===== src/rtl/lc3b_pkg.sv =====
package lc3b_pkg;

    typedef logic [15:0] lc3b_word;
    typedef logic [2:0]  lc3b_reg;
    typedef logic [3:0]  lc3b_opcode;
    typedef logic [1:0]  lc3b_aluop;

    // LC-3b opcode encodings of the supported instructions
    localparam lc3b_opcode op_br  = 4'b0000;
    localparam lc3b_opcode op_add = 4'b0001;
    localparam lc3b_opcode op_and = 4'b0101;
    localparam lc3b_opcode op_ldr = 4'b0110;
    localparam lc3b_opcode op_str = 4'b0111;
    localparam lc3b_opcode op_not = 4'b1001;
    localparam lc3b_opcode op_jmp = 4'b1100;
    localparam lc3b_opcode op_lea = 4'b1110;

    localparam lc3b_aluop alu_add  = 2'd0;
    localparam lc3b_aluop alu_and  = 2'd1;
    localparam lc3b_aluop alu_not  = 2'd2;
    localparam lc3b_aluop alu_pass = 2'd3;

    // Next PC source
    localparam logic [1:0] pcmux_pc_plus2   = 2'd0;
    localparam logic [1:0] pcmux_pc_offset9 = 2'd1;
    localparam logic [1:0] pcmux_base_reg   = 2'd2;

    // ALU operand B source
    localparam logic [1:0] alumux_sr2     = 2'd0;
    localparam logic [1:0] alumux_imm5    = 2'd1;
    localparam logic [1:0] alumux_offset6 = 2'd2;

    // Register file write data source
    localparam logic [1:0] regfilemux_alu        = 2'd0;
    localparam logic [1:0] regfilemux_mdr        = 2'd1;
    localparam logic [1:0] regfilemux_pc_offset9 = 2'd2;

    localparam logic marmux_alu = 1'b0;
    localparam logic marmux_pc  = 1'b1;

    localparam logic mdrmux_alu = 1'b0;
    localparam logic mdrmux_mem = 1'b1;

    // SR1 index from IR[8:6] or from the destination field IR[11:9]
    localparam logic storemux_sr1  = 1'b0;
    localparam logic storemux_dest = 1'b1;

    typedef struct packed {
        logic       load_pc;
        logic       load_ir;
        logic       load_regfile;
        logic       load_mar;
        logic       load_mdr;
        logic       load_cc;
        logic [1:0] pcmux_sel;
        logic [1:0] alumux_sel;
        logic [1:0] regfilemux_sel;
        logic       marmux_sel;
        logic       mdrmux_sel;
        logic       storemux_sel;
        lc3b_aluop  aluop;
    } lc3b_ctrl;

    typedef enum logic [3:0] {
        s_fetch1, s_fetch2, s_fetch3, s_decode,
        s_add, s_and, s_not,
        s_br, s_br_taken, s_jmp, s_lea,
        s_calc_addr, s_ldr1, s_ldr2, s_str1, s_str2
    } cpu_state_t;

endpackage


===== src/rtl/cpu.sv =====
module cpu
    import lc3b_pkg::*;
#(
    parameter lc3b_word reset_pc = 16'h0000
) (
    input  logic     clk,
    input  logic     rst_n,
    input  lc3b_word mem_rdata,
    input  logic     mem_resp,
    output logic     mem_request,
    output logic     mem_read_write,
    output lc3b_word mem_address,
    output lc3b_word mem_wdata
);

    lc3b_ctrl   ctrl;
    lc3b_opcode opcode;
    logic       inst5;
    logic       branch_enable;

    cpu_control cpu_control_i (
        .clk            (clk),
        .rst_n          (rst_n),
        .opcode         (opcode),
        .inst5          (inst5),
        .branch_enable  (branch_enable),
        .mem_resp       (mem_resp),
        .ctrl           (ctrl),
        .mem_request    (mem_request),
        .mem_read_write (mem_read_write)
    );

    // Registers, ALU and muxes
    cpu_datapath #(
        .reset_pc (reset_pc)
    ) cpu_datapath_i (
        .clk           (clk),
        .rst_n         (rst_n),
        .ctrl          (ctrl),
        .mem_rdata     (mem_rdata),
        .opcode        (opcode),
        .inst5         (inst5),
        .branch_enable (branch_enable),
        .mem_address   (mem_address),
        .mem_wdata     (mem_wdata)
    );

endmodule


===== src/rtl/cpu_control.sv =====
module cpu_control
    import lc3b_pkg::*;
(
    input  logic       clk,
    input  logic       rst_n,
    input  lc3b_opcode opcode,
    input  logic       inst5,
    input  logic       branch_enable,
    input  logic       mem_resp,
    output lc3b_ctrl   ctrl,
    output logic       mem_request,
    output logic       mem_read_write
);

    cpu_state_t state;
    cpu_state_t next_state;

    always_ff @(posedge clk) begin
        if (!rst_n) begin
            state <= s_fetch1;
        end else begin
            state <= next_state;
        end
    end

    always_comb begin
        next_state = state;

        case (state)
            s_fetch1: begin
                next_state = s_fetch2;
            end

            // Wait for the instruction word
            s_fetch2: begin
                if (mem_resp) begin
                    next_state = s_fetch3;
                end
            end

            s_fetch3: begin
                next_state = s_decode;
            end

            s_decode: begin
                case (opcode)
                    op_add:  next_state = s_add;
                    op_and:  next_state = s_and;
                    op_not:  next_state = s_not;
                    op_br:   next_state = s_br;
                    op_jmp:  next_state = s_jmp;
                    op_lea:  next_state = s_lea;
                    op_ldr:  next_state = s_calc_addr;
                    op_str:  next_state = s_calc_addr;
                    // Unsupported opcodes run as no-ops
                    default: next_state = s_fetch1;
                endcase
            end

            s_br: begin
                if (branch_enable) begin
                    next_state = s_br_taken;
                end else begin
                    next_state = s_fetch1;
                end
            end

            s_calc_addr: begin
                if (opcode == op_ldr) begin
                    next_state = s_ldr1;
                end else begin
                    next_state = s_str1;
                end
            end

            s_ldr1: begin
                if (mem_resp) begin
                    next_state = s_ldr2;
                end
            end

            s_str1: begin
                next_state = s_str2;
            end

            s_str2: begin
                if (mem_resp) begin
                    next_state = s_fetch1;
                end
            end

            // Single-cycle execute states
            default: begin
                next_state = s_fetch1;
            end
        endcase
    end

    always_comb begin
        ctrl.load_pc        = 1'b0;
        ctrl.load_ir        = 1'b0;
        ctrl.load_regfile   = 1'b0;
        ctrl.load_mar       = 1'b0;
        ctrl.load_mdr       = 1'b0;
        ctrl.load_cc        = 1'b0;
        ctrl.pcmux_sel      = pcmux_pc_plus2;
        ctrl.alumux_sel     = alumux_sr2;
        ctrl.regfilemux_sel = regfilemux_alu;
        ctrl.marmux_sel     = marmux_alu;
        ctrl.mdrmux_sel     = mdrmux_alu;
        ctrl.storemux_sel   = storemux_sr1;
        ctrl.aluop          = alu_add;
        mem_request         = 1'b0;
        mem_read_write      = 1'b0;

        case (state)
            // MAR <- PC, PC <- PC + 2
            s_fetch1: begin
                ctrl.marmux_sel = marmux_pc;
                ctrl.load_mar   = 1'b1;
                ctrl.pcmux_sel  = pcmux_pc_plus2;
                ctrl.load_pc    = 1'b1;
            end

            // MDR <- M[MAR]
            s_fetch2, s_ldr1: begin
                mem_request     = 1'b1;
                ctrl.mdrmux_sel = mdrmux_mem;
                ctrl.load_mdr   = 1'b1;
            end

            s_fetch3: begin
                ctrl.load_ir = 1'b1;
            end

            s_add, s_and: begin
                if (inst5) begin
                    ctrl.alumux_sel = alumux_imm5;
                end else begin
                    ctrl.alumux_sel = alumux_sr2;
                end
                ctrl.aluop        = (state == s_add) ? alu_add : alu_and;
                ctrl.load_regfile = 1'b1;
                ctrl.load_cc      = 1'b1;
            end

            s_not: begin
                ctrl.aluop        = alu_not;
                ctrl.load_regfile = 1'b1;
                ctrl.load_cc      = 1'b1;
            end

            // PC already holds the incremented value here
            s_br_taken: begin
                ctrl.pcmux_sel = pcmux_pc_offset9;
                ctrl.load_pc   = 1'b1;
            end

            s_jmp: begin
                ctrl.pcmux_sel = pcmux_base_reg;
                ctrl.load_pc   = 1'b1;
            end

            s_lea: begin
                ctrl.regfilemux_sel = regfilemux_pc_offset9;
                ctrl.load_regfile   = 1'b1;
                ctrl.load_cc        = 1'b1;
            end

            // MAR <- base + sext(offset6) << 1
            s_calc_addr: begin
                ctrl.alumux_sel = alumux_offset6;
                ctrl.aluop      = alu_add;
                ctrl.marmux_sel = marmux_alu;
                ctrl.load_mar   = 1'b1;
            end

            s_ldr2: begin
                ctrl.regfilemux_sel = regfilemux_mdr;
                ctrl.load_regfile   = 1'b1;
                ctrl.load_cc        = 1'b1;
            end

            // MDR <- SR, read through the destination field
            s_str1: begin
                ctrl.storemux_sel = storemux_dest;
                ctrl.aluop        = alu_pass;
                ctrl.mdrmux_sel   = mdrmux_alu;
                ctrl.load_mdr     = 1'b1;
            end

            s_str2: begin
                mem_request    = 1'b1;
                mem_read_write = 1'b1;
            end

            // Decode and untaken branch only wait a cycle
            default: begin
            end
        endcase
    end

endmodule


===== src/rtl/cpu_datapath.sv =====
module cpu_datapath
    import lc3b_pkg::*;
#(
    parameter lc3b_word reset_pc = 16'h0000
) (
    input  logic       clk,
    input  logic       rst_n,
    input  lc3b_ctrl   ctrl,
    input  lc3b_word   mem_rdata,
    output lc3b_opcode opcode,
    output logic       inst5,
    output logic       branch_enable,
    output lc3b_word   mem_address,
    output lc3b_word   mem_wdata
);

    lc3b_word pc;
    lc3b_word ir;
    lc3b_word mar;
    lc3b_word mdr;
    logic [2:0] cc;

    lc3b_reg  sr1_idx;
    lc3b_word reg_a;
    lc3b_word reg_b;

    lc3b_word pc_plus2;
    lc3b_word pc_offset9;
    lc3b_word sext_imm5;
    lc3b_word sext_offset6;
    lc3b_word pcmux_out;
    lc3b_word alumux_out;
    lc3b_word alu_out;
    lc3b_word regfilemux_out;
    lc3b_word marmux_out;
    lc3b_word mdrmux_out;
    logic [2:0] new_cc;

    // Immediate fields of the instruction
    assign sext_imm5    = {{11{ir[4]}}, ir[4:0]};
    assign sext_offset6 = {{9{ir[5]}}, ir[5:0], 1'b0};

    assign pc_plus2   = pc + 16'd2;
    assign pc_offset9 = pc + {{6{ir[8]}}, ir[8:0], 1'b0};

    assign sr1_idx = (ctrl.storemux_sel == storemux_dest) ? ir[11:9] : ir[8:6];

    regfile regfile_i (
        .clk   (clk),
        .rst_n (rst_n),
        .load  (ctrl.load_regfile),
        .src_a (sr1_idx),
        .src_b (ir[2:0]),
        .dest  (ir[11:9]),
        .in    (regfilemux_out),
        .reg_a (reg_a),
        .reg_b (reg_b)
    );

    always_comb begin
        case (ctrl.alumux_sel)
            alumux_imm5:    alumux_out = sext_imm5;
            alumux_offset6: alumux_out = sext_offset6;
            default:        alumux_out = reg_b;
        endcase
    end

    always_comb begin
        case (ctrl.aluop)
            alu_add: alu_out = reg_a + alumux_out;
            alu_and: alu_out = reg_a & alumux_out;
            alu_not: alu_out = ~reg_a;
            default: alu_out = reg_a;
        endcase
    end

    always_comb begin
        case (ctrl.regfilemux_sel)
            regfilemux_mdr:        regfilemux_out = mdr;
            regfilemux_pc_offset9: regfilemux_out = pc_offset9;
            default:               regfilemux_out = alu_out;
        endcase
    end

    always_comb begin
        case (ctrl.pcmux_sel)
            pcmux_pc_offset9: pcmux_out = pc_offset9;
            pcmux_base_reg:   pcmux_out = reg_a;
            default:          pcmux_out = pc_plus2;
        endcase
    end

    assign marmux_out = (ctrl.marmux_sel == marmux_pc) ? pc : alu_out;
    assign mdrmux_out = (ctrl.mdrmux_sel == mdrmux_mem) ? mem_rdata : alu_out;

    // NZP flags of the value going into the register file
    always_comb begin
        if (regfilemux_out[15]) begin
            new_cc = 3'b100;
        end else if (regfilemux_out == '0) begin
            new_cc = 3'b010;
        end else begin
            new_cc = 3'b001;
        end
    end

    always_ff @(posedge clk) begin
        if (!rst_n) begin
            pc <= reset_pc;
            cc <= 3'b010;
        end else begin
            if (ctrl.load_pc) begin
                pc <= pcmux_out;
            end
            if (ctrl.load_cc) begin
                cc <= new_cc;
            end
        end
    end

    always_ff @(posedge clk) begin
        if (ctrl.load_ir) begin
            ir <= mdr;
        end
        if (ctrl.load_mar) begin
            mar <= marmux_out;
        end
        if (ctrl.load_mdr) begin
            mdr <= mdrmux_out;
        end
    end

    assign opcode        = ir[15:12];
    assign inst5         = ir[5];
    assign branch_enable = |(ir[11:9] & cc);

    assign mem_address = mar;
    assign mem_wdata   = mdr;

endmodule


===== src/rtl/regfile.sv =====
module regfile
    import lc3b_pkg::*;
(
    input  logic     clk,
    input  logic     rst_n,
    input  logic     load,
    input  lc3b_reg  src_a,
    input  lc3b_reg  src_b,
    input  lc3b_reg  dest,
    input  lc3b_word in,
    output lc3b_word reg_a,
    output lc3b_word reg_b
);

    lc3b_word regs [0:7];

    always_ff @(posedge clk) begin
        if (!rst_n) begin
            for (int i = 0; i < 8; i++) begin
                regs[i] <= '0;
            end
        end else if (load) begin
            regs[dest] <= in;
        end
    end

    // Asynchronous reads, a write shows up the cycle after
    assign reg_a = regs[src_a];
    assign reg_b = regs[src_b];

endmodule


===== config.mk =====
export PLATFORM = sky130hd
export DESIGN_NAME = cpu
export DESIGN_NICKNAME = d
export VERILOG_FILES = /design/src/rtl/lc3b_pkg.sv /design/src/rtl/cpu.sv /design/src/rtl/cpu_control.sv /design/src/rtl/cpu_datapath.sv /design/src/rtl/regfile.sv
export SDC_FILE = /design/constraint.sdc
export NUM_CORES = 1
export LEC_CHECK = 0
export ABC_AREA = 1
export BUFFER_PORTS_ARGS = -buffer_cell sky130_fd_sc_hd__buf_2
export CAP_MARGIN = 40
export CORE_MARGIN = 4
export CORE_UTILIZATION = 35
export CTS_BUF_LIST = sky130_fd_sc_hd__clkbuf_8
export CTS_CLUSTER_DIAMETER = 80
export DETAILED_ROUTE_END_ITERATION = 8
export HOLD_SLACK_MARGIN = 0.15
export RECOVER_POWER = 100
export SETUP_SLACK_MARGIN = 0.02
export SLEW_MARGIN = 10
export SYNTH_ARGS = -nofsm -noshare
export SYNTH_HDL_FRONTEND = slang
export SYNTH_SLANG_ARGS = --single-unit
export TNS_END_PERCENT = 50

===== constraint.sdc =====
create_clock -name clk -period 4 [get_ports clk]
set_input_delay 0.6 -clock clk [delete_from_list [all_inputs] [get_ports clk]]
set_output_delay 0.6 -clock clk [all_outputs]
set_load 0.005 [all_outputs]

Yosys cells after proc, flatten, opt, wreduce, memory -nomap -nowiden
Memories as Yosys holds them, arrays and structs flattened. A register that Yosys moved wholly into a read port is not among the register bits. Index checks and enable logic that the tools add are counted.

Register bits after elaboration: 71. Bits in latches: 0. Bits in writable memories: 128. Memory bits (read-only): 64. Input bits: 19. Output and inout bits: 34. Memories: 2.

$add $sub $neg: 3. Multiply operators: 0. Div/mod/pow operators: 0. Magnitude comparators: 0. Equal/unequal tests: 27. Shifts and indexed selects: 0. Multiplexer cells: 40. Bitwise operators: 3. Reduce and logical (&&, ||, !) cells: 13.

Memory list: cpu_datapath_i.regfile_i.regs (depth 8, bits a word 16, read ports 2, clocked after Yosys merged registers in 1, write ports 8, RTL line regfile.sv:15) `lc3b_word regs [0:7];`; (no name shown) (depth 16, bits a word 4, read ports 1, clocked after Yosys merged registers in 1, write ports 0, RTL line cpu_control.sv:46) `case (opcode)`.

Operators with widths (number): $pmux 16 s2 (3); $mux 16 (3); $pmux 16 s3 (1); $pmux 4 s9 (1); $add 16x16->16 (2); $eq 4x4->1 const B (8); $eq 4x3->1 const B (5); $mux 4 (5); $mux 1 (17); $add 16x2->16 const B (1); $and 16x16->16 (1); $logic_not 16->1 (1); $not 16->16 (1); $reduce_or 16->1 (1); $mux 3 (4); $pmux 2 s2 (3); $reduce_or 3->1 (4); $eq 2x1->1 const B (4); $eq 2x2->1 const B (4); $eq 4x2->1 const B (2); $ne 2x2->1 const B (3); $pmux 2 s3 (1); $reduce_or 2->1 (3); $reduce_or 5->1 (1); other kinds (6) (7).

Depth between registers and ports, before layout
Gate-level depths: netlist of the first run.

Word-level depth: 11. Depth in mapped cells: 33.

Hierarchy
A second synthesis of the first run with hierarchy kept.

Cell total of the unflattened synthesis: 2028. Area total of the unflattened synthesis: 14087.3 µm².

Modules (own cells, without submodules): regfile (times used 1, cells each 1032, area each 7536.0 µm², sequential area each 3843.7 µm²); cpu_datapath (times used 1, cells each 897, area each 6024.5 µm², sequential area each 1821.7 µm²); cpu_control (times used 1, cells each 99, area each 526.8 µm², sequential area each 80.1 µm²).

Worst setup path after synthesis of the first run
No wires, ideal clock.

Path type: flip-flop to flip-flop. From: reg cpu_control_i.state[0]. To: reg cpu_datapath_i.cc[0]. Setup time: 118 ps. Arrival: 3346 ps. Path slack: 536 ps. Stages on the path, launching flop included: 25. Buffers on the path: 1. Clock period less this slack: 3464 ps. Cells stage by stage: dfxtp_1 nand2_1 nor2_1 inv_1 ha_1 clkbuf_1 a31oi_1 ha_1 fa_1 nand3_1 nand2_1 nand2_1 nand2_1 nand3_1 nand3b_1 nand3_1 nand3_1 nand3_1 nand2_1 nor2_1 nand2_1 nor2_1 nand2_1 nand2_1 a21oi_1.

Word-level cells in the longest chain between the ends: 11. Elaborated cells between the ends (all ways): 33.

Ends and longest elaborated chain: start: declaration (RTL line cpu_control.sv:15) `cpu_state_t state;`; start signal: assignment (RTL line cpu_control.sv:20) `state <= s_fetch1;`; start signal: assignment (RTL line cpu_control.sv:22) `state <= next_state;`; $eq 4x3->1, on equally long branches (RTL line cpu_control.sv:116, cpu_control.sv:142); $reduce_or 2->1 (RTL line cpu_control.sv:116) `case (state)`; $pmux 2 s2 (RTL line cpu_control.sv:116); $eq 2x2->1 / $eq 2x1->1 (equally long branches) (RTL line cpu_datapath.sv:61) `case (ctrl.alumux_sel)`; $pmux 16 s2 (RTL line cpu_datapath.sv:61); $add 16x16->16 / $and 16x16->16 (equally long branches) (RTL line cpu_datapath.sv:70, cpu_datapath.sv:71); $pmux 16 s3 (RTL line cpu_datapath.sv:69) `case (ctrl.aluop)`; $pmux 16 s2 (RTL line cpu_datapath.sv:78) `case (ctrl.regfilemux_sel)`; $logic_not 16->1 (RTL line cpu_datapath.sv:100) `end else if (regfilemux_out == '0) begin`; $mux 2 (RTL line cpu_datapath.sv:100); $mux 3 (RTL line cpu_datapath.sv:98) `if (regfilemux_out[15]) begin`; end signal: assignment (RTL line cpu_datapath.sv:116) `cc <= new_cc;`; end: declaration (RTL line cpu_datapath.sv:21) `logic [2:0] cc;`.

Several ways; a longest one is shown, not always the timed one. A chain may end at the register's enable or synchronous reset.

==> results.cfg, run 1 <==
[synth]
synth_async_sr_flop_share = 0
synth-seq-area-share = 0.437
synth.distinct_cells = 54
synth-edff-count = 176
yosys.area.top_type_share = 0.392
synth_area_per_cell_um2 = 7.40
synthesis.area_um2 = 13500
synth_most_common_cell = nand2_1
synth.area.top_cells = edfxtp_1 (39%), nand2_1 (14%), nand3_1 (7.4%)
syn_nets = 1881
ys_ff_latch = 206
yosys.area.top_type = edfxtp_1
synth_ff_type = edfxtp_1
syn_inst = 1821
yosys-top-cells-count = nand2_1 (509), inv_1 (212), nand3_1 (199)
yosys_warnings = 0

[die]
dieArea_um2 = 41700
start_util = 0.356
die_h_um = 204
core_um2 = 37800
pin_count = 53
num_rows = 71
die_width_um = 204

[worst_setup_path]
critPathTopFamily = buffers and inverters
crit_buf_inv = 6
critPathSlowestCell = clkbuf_1
critPathMaxFanout = 17
critPathCaptureType = register
cp_data_arrival_time_ps = 3990
cp_common_cell = nand2_1
required_ps = 4180
worstSetupStartpointType = register
r2r_setup_slack_ps = 190
cpPeakStageDelay_ps = 940
path_cells = buf_4 > inv_1 > nand2_1 > buf_4 > nor2_1 > inv_1 > ha_1 > o21ai_0 > nand2_1 > nor2_1 > nand2_1 > clkbuf_2 > nand2_1 > clkbuf_1
worstSetupPathType = register to register

[clocking]
clock_tree.root_cell = clkbuf_8
cts_max_level = 2
postCtsHoldBufs = 0
cts_inserted_buffers = 38
clkTransAtPathRegs_ps = 60
insertion_delay_ps = 590
cts_tree = yes
clockBufferDepth = 3
clock-sinks = 206

[route]
drt_first_pass_iters = 6
postRouteWirelength_um = 50500
wl_per_cell_um = 19.8
via_per_inst = 5.34
drt_iter0_markers = 1560
post-route-drc-count = 0
detail-route-antenna-nets = 0
vias = 13600

[flow_run]
cap_violations = 2

[layout]
fillers = 3890
fin_nets = 2072
drive_above_1_share = 0.171
area_growth_pct = 23.5
diodes = 0

[min_path]
hold_class = primary input to register

[sta]
final.setup_skew_ps = 27.6
setup_violations = 0
worst_pin_slew_ps = 1730
finalHoldViolCount = 0
slew_violations = 34
fin_crit_ps = 3810
max_slew_margin = -0.153
max_freq_mhz = 263
period_share = 0.952
postLayoutSetupSlackWorst_ps = 192

[power]
power.density_nw_per_um2 = 954
vdd_drop_max_mv = 0.571
power_w = 0.0159
p_leak_nw = 7.41

[grt]
antenna_found_initial = 0
grt_overflow = 0
grt_max_degree = 35
grt_pass1_wl_um = 74700
grtUsageTotal = 0.231
first_global_vias = 13000

[outcome]
violations = max-capacitance violations, max-slew violations
outcome = finished, violations left

[place]
place.gp.congestion = 0.965
place_hpwl_um = 35600
dp_slack_ps = -36.1
portBuffers = 52
-- metrics by stage --
| stage | area [um^2] | hold slack, ps | instances | TNS [ps] | utilization |
|---|---|---|---|---|---|
| 4_1_cts | 16100 | 254 | 2530 | 0 | 0.426 |
| 5_1_grt | 16600 | 269 | 2546 | -12.7 | 0.440 |
| 3_3_place_gp | 15400 | 467 | 2464 | -11.6 | 0.406 |
| 3_5_place_dp | 15400 | 464 | 2467 | -39.6 | 0.408 |
| 2_1_floorplan | 13500 | 442 | 1821 | 0 | - |
| 6_report | 16600 | 277 | 2546 | 0 | 0.440 |
-- worst reg2reg max path, stage by stage (launching register included) --
cell and delay [ps]:
dfxtp_2 350, buf_4 150, inv_1 40, nand2_1 90, buf_4 160, nor2_1 150
inv_1 80, ha_1 190, o21ai_0 150, nand2_1 120, nor2_1 280, nand2_1 80
clkbuf_2 430, nand2_1 180, clkbuf_1 940
-- final timing paths --
check                                       from                                                end  cells past startpoint
max          cpu_control_i.state[0]$_SDFFE_PN0P_  cpu_datapath_i.regfile_i.regs[3][9]$_SDFFCE_PN0P_                     14
min                                     mem_resp                cpu_control_i.state[1]$_SDFFE_PN0P_                      4
max reg2reg  cpu_control_i.state[0]$_SDFFE_PN0P_  cpu_datapath_i.regfile_i.regs[3][9]$_SDFFCE_PN0P_                     14
min reg2reg    cpu_datapath_i.cc[0]$_SDFFE_PN0N_                  cpu_datapath_i.cc[0]$_SDFFE_PN0N_                      2
-- state kept, by name (all words and copies together), names as in the netlist, named ones only --
register                       count
cpu_control_i.state                4
cpu_datapath_i.cc                  3
cpu_datapath_i.ir                 16
cpu_datapath_i.mem_address        16
cpu_datapath_i.mem_wdata          16
cpu_datapath_i.pc                 16
cpu_datapath_i.regfile_i.regs    128
-- what timing repair did --
item                                    CTS  global route
endpoints found under the hold margin     0             0
pin swaps                                 0            24
gates resized for setup                   5            97
setup buffers                             0            13
endpoints found under the setup margin   10           128
gates cloned                              0             3
-- power breakdown --
part           total, W  leakage [nW]  switching [W]  internal (W)
registers       0.00333          2.03       0.000355       0.00298
logic            0.0106          4.98        0.00676       0.00386
clock network   0.00192         0.396       0.000939      0.000984
-- layout by cell type, fill, tap and decap left out, types with 5 or more instances in the layout --
cell type / count
edfxtp_1: 176
xnor2_1: 6
o21ai_0: 132
buf_12: 18
inv_2: 7
xor2_1: 12
nand3_2: 12
buf_2: 33
clkbuf_8: 40
nor2_1: 182
o311ai_0: 5
a21oi_2: 6
a31oi_1: 13
nand2_2: 23
dfxtp_1: 26
nor2_2: 10
a21oi_1: 103
buf_6: 7
a211oi_1: 6
clkbuf_1: 32
ha_1: 33
buf_4: 134
nand3b_1: 12
clkinv_2: 6
a22oi_1: 7
nand3_1: 187
clkinv_1: 7
nor2_4: 5
inv_1: 218
nand2_1: 487
-- routing by layer --
metal	GRT usage	vias to the layer above	wire length, um
met1	0.315	6392	21300
met4	0.0964	0	2310
met2	0.370	631	22800
li1	-	6436	-
met5	0	-	0
met3	0.0341	140	4080
-- layout make-up --
type | count | area [um^2] | area share
Inverter | 221 | 847 | 0.0509
Timing Repair Buffer | 230 | 1850 | 0.111
Tap cell | 511 | 639 | 0.0384
Multi-Input combinational cell | 1315 | 6740 | 0.405
Sequential cell | 206 | 5890 | 0.354
Clock buffer | 40 | 551 | 0.0331
Clock inverter | 23 | 124 | 0.00744
-- cell families after synthesis --
| kind of cell | Yosys count | share of synthesized area |
|---|---|---|
| compound gates | 316 | 0.132 |
| buf+inv | 300 | 0.0896 |
| flops | 206 | 0.437 |
| xor+xnor | 19 | 0.0124 |
| simple gates | 939 | 0.290 |
| fa+ha+maj | 41 | 0.0392 |
Note: power is estimated with default switching activity, not from simulation.
==> run 2, diff against run 1 <==
--- a/config.mk
+++ b/config.mk
@@ -6,14 +6,17 @@
 export NUM_CORES = 1
 export LEC_CHECK = 0
 export ABC_AREA = 1
-export BUFFER_PORTS_ARGS = -buffer_cell sky130_fd_sc_hd__buf_2
 export CAP_MARGIN = 40
+export CELL_PAD_IN_SITES_DETAIL_PLACEMENT = 1
+export CELL_PAD_IN_SITES_GLOBAL_PLACEMENT = 1
 export CORE_MARGIN = 4
 export CORE_UTILIZATION = 35
 export CTS_BUF_LIST = sky130_fd_sc_hd__clkbuf_8
 export CTS_CLUSTER_DIAMETER = 80
 export DETAILED_ROUTE_END_ITERATION = 8
+export DONT_BUFFER_PORTS = 1
 export HOLD_SLACK_MARGIN = 0.15
+export PLACE_DENSITY = 0.69
 export RECOVER_POWER = 100
 export SETUP_SLACK_MARGIN = 0.02
 export SLEW_MARGIN = 10
==> run 2 against run 1 <==
The run still ends with max-capacitance violations, max-slew violations left. Cell count decreased by 1.3%. Die area did not move. Sequential share of layout area grew 0.39 points. First-iteration DRC count fell by 44%. Combinational power is essentially flat. Design area decreased by 0.96%. Maximum frequency grew 1.1%. Routed wire length is 9.5% higher. Hold slack worse by 78 ps. Critical path type unchanged. Largest power group unchanged.
==> results.cfg, run 2 (synthesis gave the netlist of run 1 again) <==
[outcome]
outcome = finished, violations left
violations = max-capacitance violations, max-slew violations

[worst_setup_path]
cpPeakStageDelay_ps = 370
reg2reg_depth = 29
endpoint = cpu_datapath_i.cc[0]$_SDFFE_PN0N_
r2r_setup_slack_ps = 230
crit_start = cpu_control_i.state[1]$_SDFFE_PN0P_
required_ps = 4480
cp_common_cell = nand2_1
timing.rr.end = cpu_datapath_i.cc[0]$_SDFFE_PN0N_
critPathCaptureType = register
critPathSlowestCell = dfxtp_4
worstSetupPathType = register to register
worstSetupStartpointType = register
r2r-start = cpu_control_i.state[1]$_SDFFE_PN0P_
critPathMaxFanout = 12
cp_data_arrival_time_ps = 4250

[clocking]
clock-sinks = 206
clock_tree.root_cell = clkbuf_8
cts_max_level = 2
cts_tree = yes
clockBufferDepth = 3
insertion_delay_ps = 620
clkTransAtPathRegs_ps = 60
cts_inserted_buffers = 40

[sta]
setup_violations = 0
max_slew_margin = -0.0230
setup_tns_ps = 0
max_freq_mhz = 265
period_share = 0.942
finalHoldViolCount = 0
postLayoutSetupSlackWorst_ps = 232
worst_pin_slew_ps = 1530
final.setup_skew_ps = 24.1
fin_crit_ps = 3770
slew_violations = 18

[power]
swShare = 0.504
p_int_w = 0.00799
netSwitchingPower_w = 0.00813
p_leak_nw = 7.34
vdd_drop_max_mv = 0.721
p_clk_frac = 0.121
power.density_nw_per_um2 = 978
seq_power_share = 0.213
p_comb_frac = 0.666

[flow_run]
cap_violations = 1

[grt]
grtUsageTotal = 0.263
first_global_vias = 14100
antenna_found_initial = 0
grt_max_degree = 32
grt_pass1_wl_um = 84000
grt_overflow = 0

[place]
portBuffers = 0
dp_slack_ps = -92.3
place.gp.congestion = 0.937
place_inst = 2431
place_hpwl_um = 40900

[route]
postRouteWirelength_um = 55300
detail-route-antenna-nets = 0
vias = 13600
via_per_inst = 5.42
post-route-drc-count = 0
wl_per_cell_um = 22.0
drt_iter0_markers = 878
drt_first_pass_iters = 6

[layout]
final_cell_count_no_fill = 2512
mostFrequentLayoutCells = nand2_1 (487), inv_1 (216), nand3_1 (186), nor2_1 (186), edfxtp_1 (176)
area_growth_pct = 22.3
largest_register_ffs = 128
fillers = 4773
diodes = 0
drive_above_1_share = 0.163
layout_commonest_cell = nand2_1
final_util = 0.435
fin_nets = 2030
regMostFlops = cpu_datapath_i.regfile_i.regs

[die]
die_h_um = 204
start_util = 0.356
dieArea_um2 = 41700
core_um2 = 37800
pin_count = 53
num_rows = 71
die_width_um = 204

[min_path]
hold_class = primary input to register
run 2: cell count changes in the layout (fill, tap and decap cells not counted), moves of 4 or more:
cell      before  now
buf_12        18   23
clkinv_1       7   19
buf_2         33    0
clkbuf_2       1    6
nor2_1       182  186
clkbuf_1      32   13
run 2: critical path, delay by kind of cell, from the launching register on:
family	cells	cell delay, ps
buf+inv	4	650
compound gates	1	60
fa+ha+maj	1	370
simple gates	23	2180
flops	1	370
run 2: timing repair:
item	in CTS	in global routing
hold buffers	1	0
endpoints found under the setup margin	8	106
pin swaps	0	15
gates resized for setup	7	93
endpoints found under the hold margin	17	0
cloned	1	0
buffers inserted	0	6
run 2: worst min path at each step:
stage | start | end | slack, ps | cells past startpoint
global placement | cpu_datapath_i.cc[1]$_SDFFE_PN1N_ | cpu_datapath_i.cc[1]$_SDFFE_PN1N_ | 470 | 2
CTS | rst_n | cpu_datapath_i.regfile_i.regs[2][0]$_SDFFCE_PN0P_ | 160 | 1
detailed placement | cpu_datapath_i.cc[1]$_SDFFE_PN1N_ | cpu_datapath_i.cc[1]$_SDFFE_PN1N_ | 460 | 2
floorplan | cpu_datapath_i.cc[1]$_SDFFE_PN1N_ | cpu_datapath_i.cc[1]$_SDFFE_PN1N_ | 440 | 2
finish | mem_rdata[15] | cpu_datapath_i.mem_wdata[15]$_DFFE_PP_ | 200 | 2
global route | mem_rdata[8] | cpu_datapath_i.mem_wdata[8]$_DFFE_PP_ | 190 | 2
run 2: area by class of cell:
type	count	area (um^2)	area share
Clock buffer	40	551	0.0334
Clock inverter	33	148	0.00896
Inverter	221	835	0.0506
Multi-Input combinational cell	1315	6730	0.408
Sequential cell	206	5900	0.358
Tap cell	511	639	0.0388
Timing Repair Buffer	186	1680	0.102
run 2: routing by layer:
layer  global-route usage  share of wire  vias to the layer above
met5                    0              0                        -
met4               0.0943          0.031                        0
met3               0.0392          0.054                      111
met2                0.437           0.48                      393
met1                0.350           0.44                     6756
li1                     -              -                     6357
run 2: power groups by stage:
stage                     clock network (W)  registers [W]  logic (W)
final                               0.00195        0.00343     0.0107
after global placement                    0        0.00346    0.00988
after detailed placement                  0        0.00346     0.0102
after floorplan                           0        0.00324    0.00542
after global routing                0.00208        0.00348     0.0117
after CTS                           0.00200        0.00342     0.0102
run 2: stage by stage:
step	instance area (um^2)	power (W)	hold WS, ps
3_5_place_dp	15400	0.0136	461
6_report	16500	0.0161	199
5_1_grt	16500	0.0173	185
2_1_floorplan	13500	0.00867	442
4_1_cts	16200	0.0157	161
3_3_place_gp	15300	0.0133	467
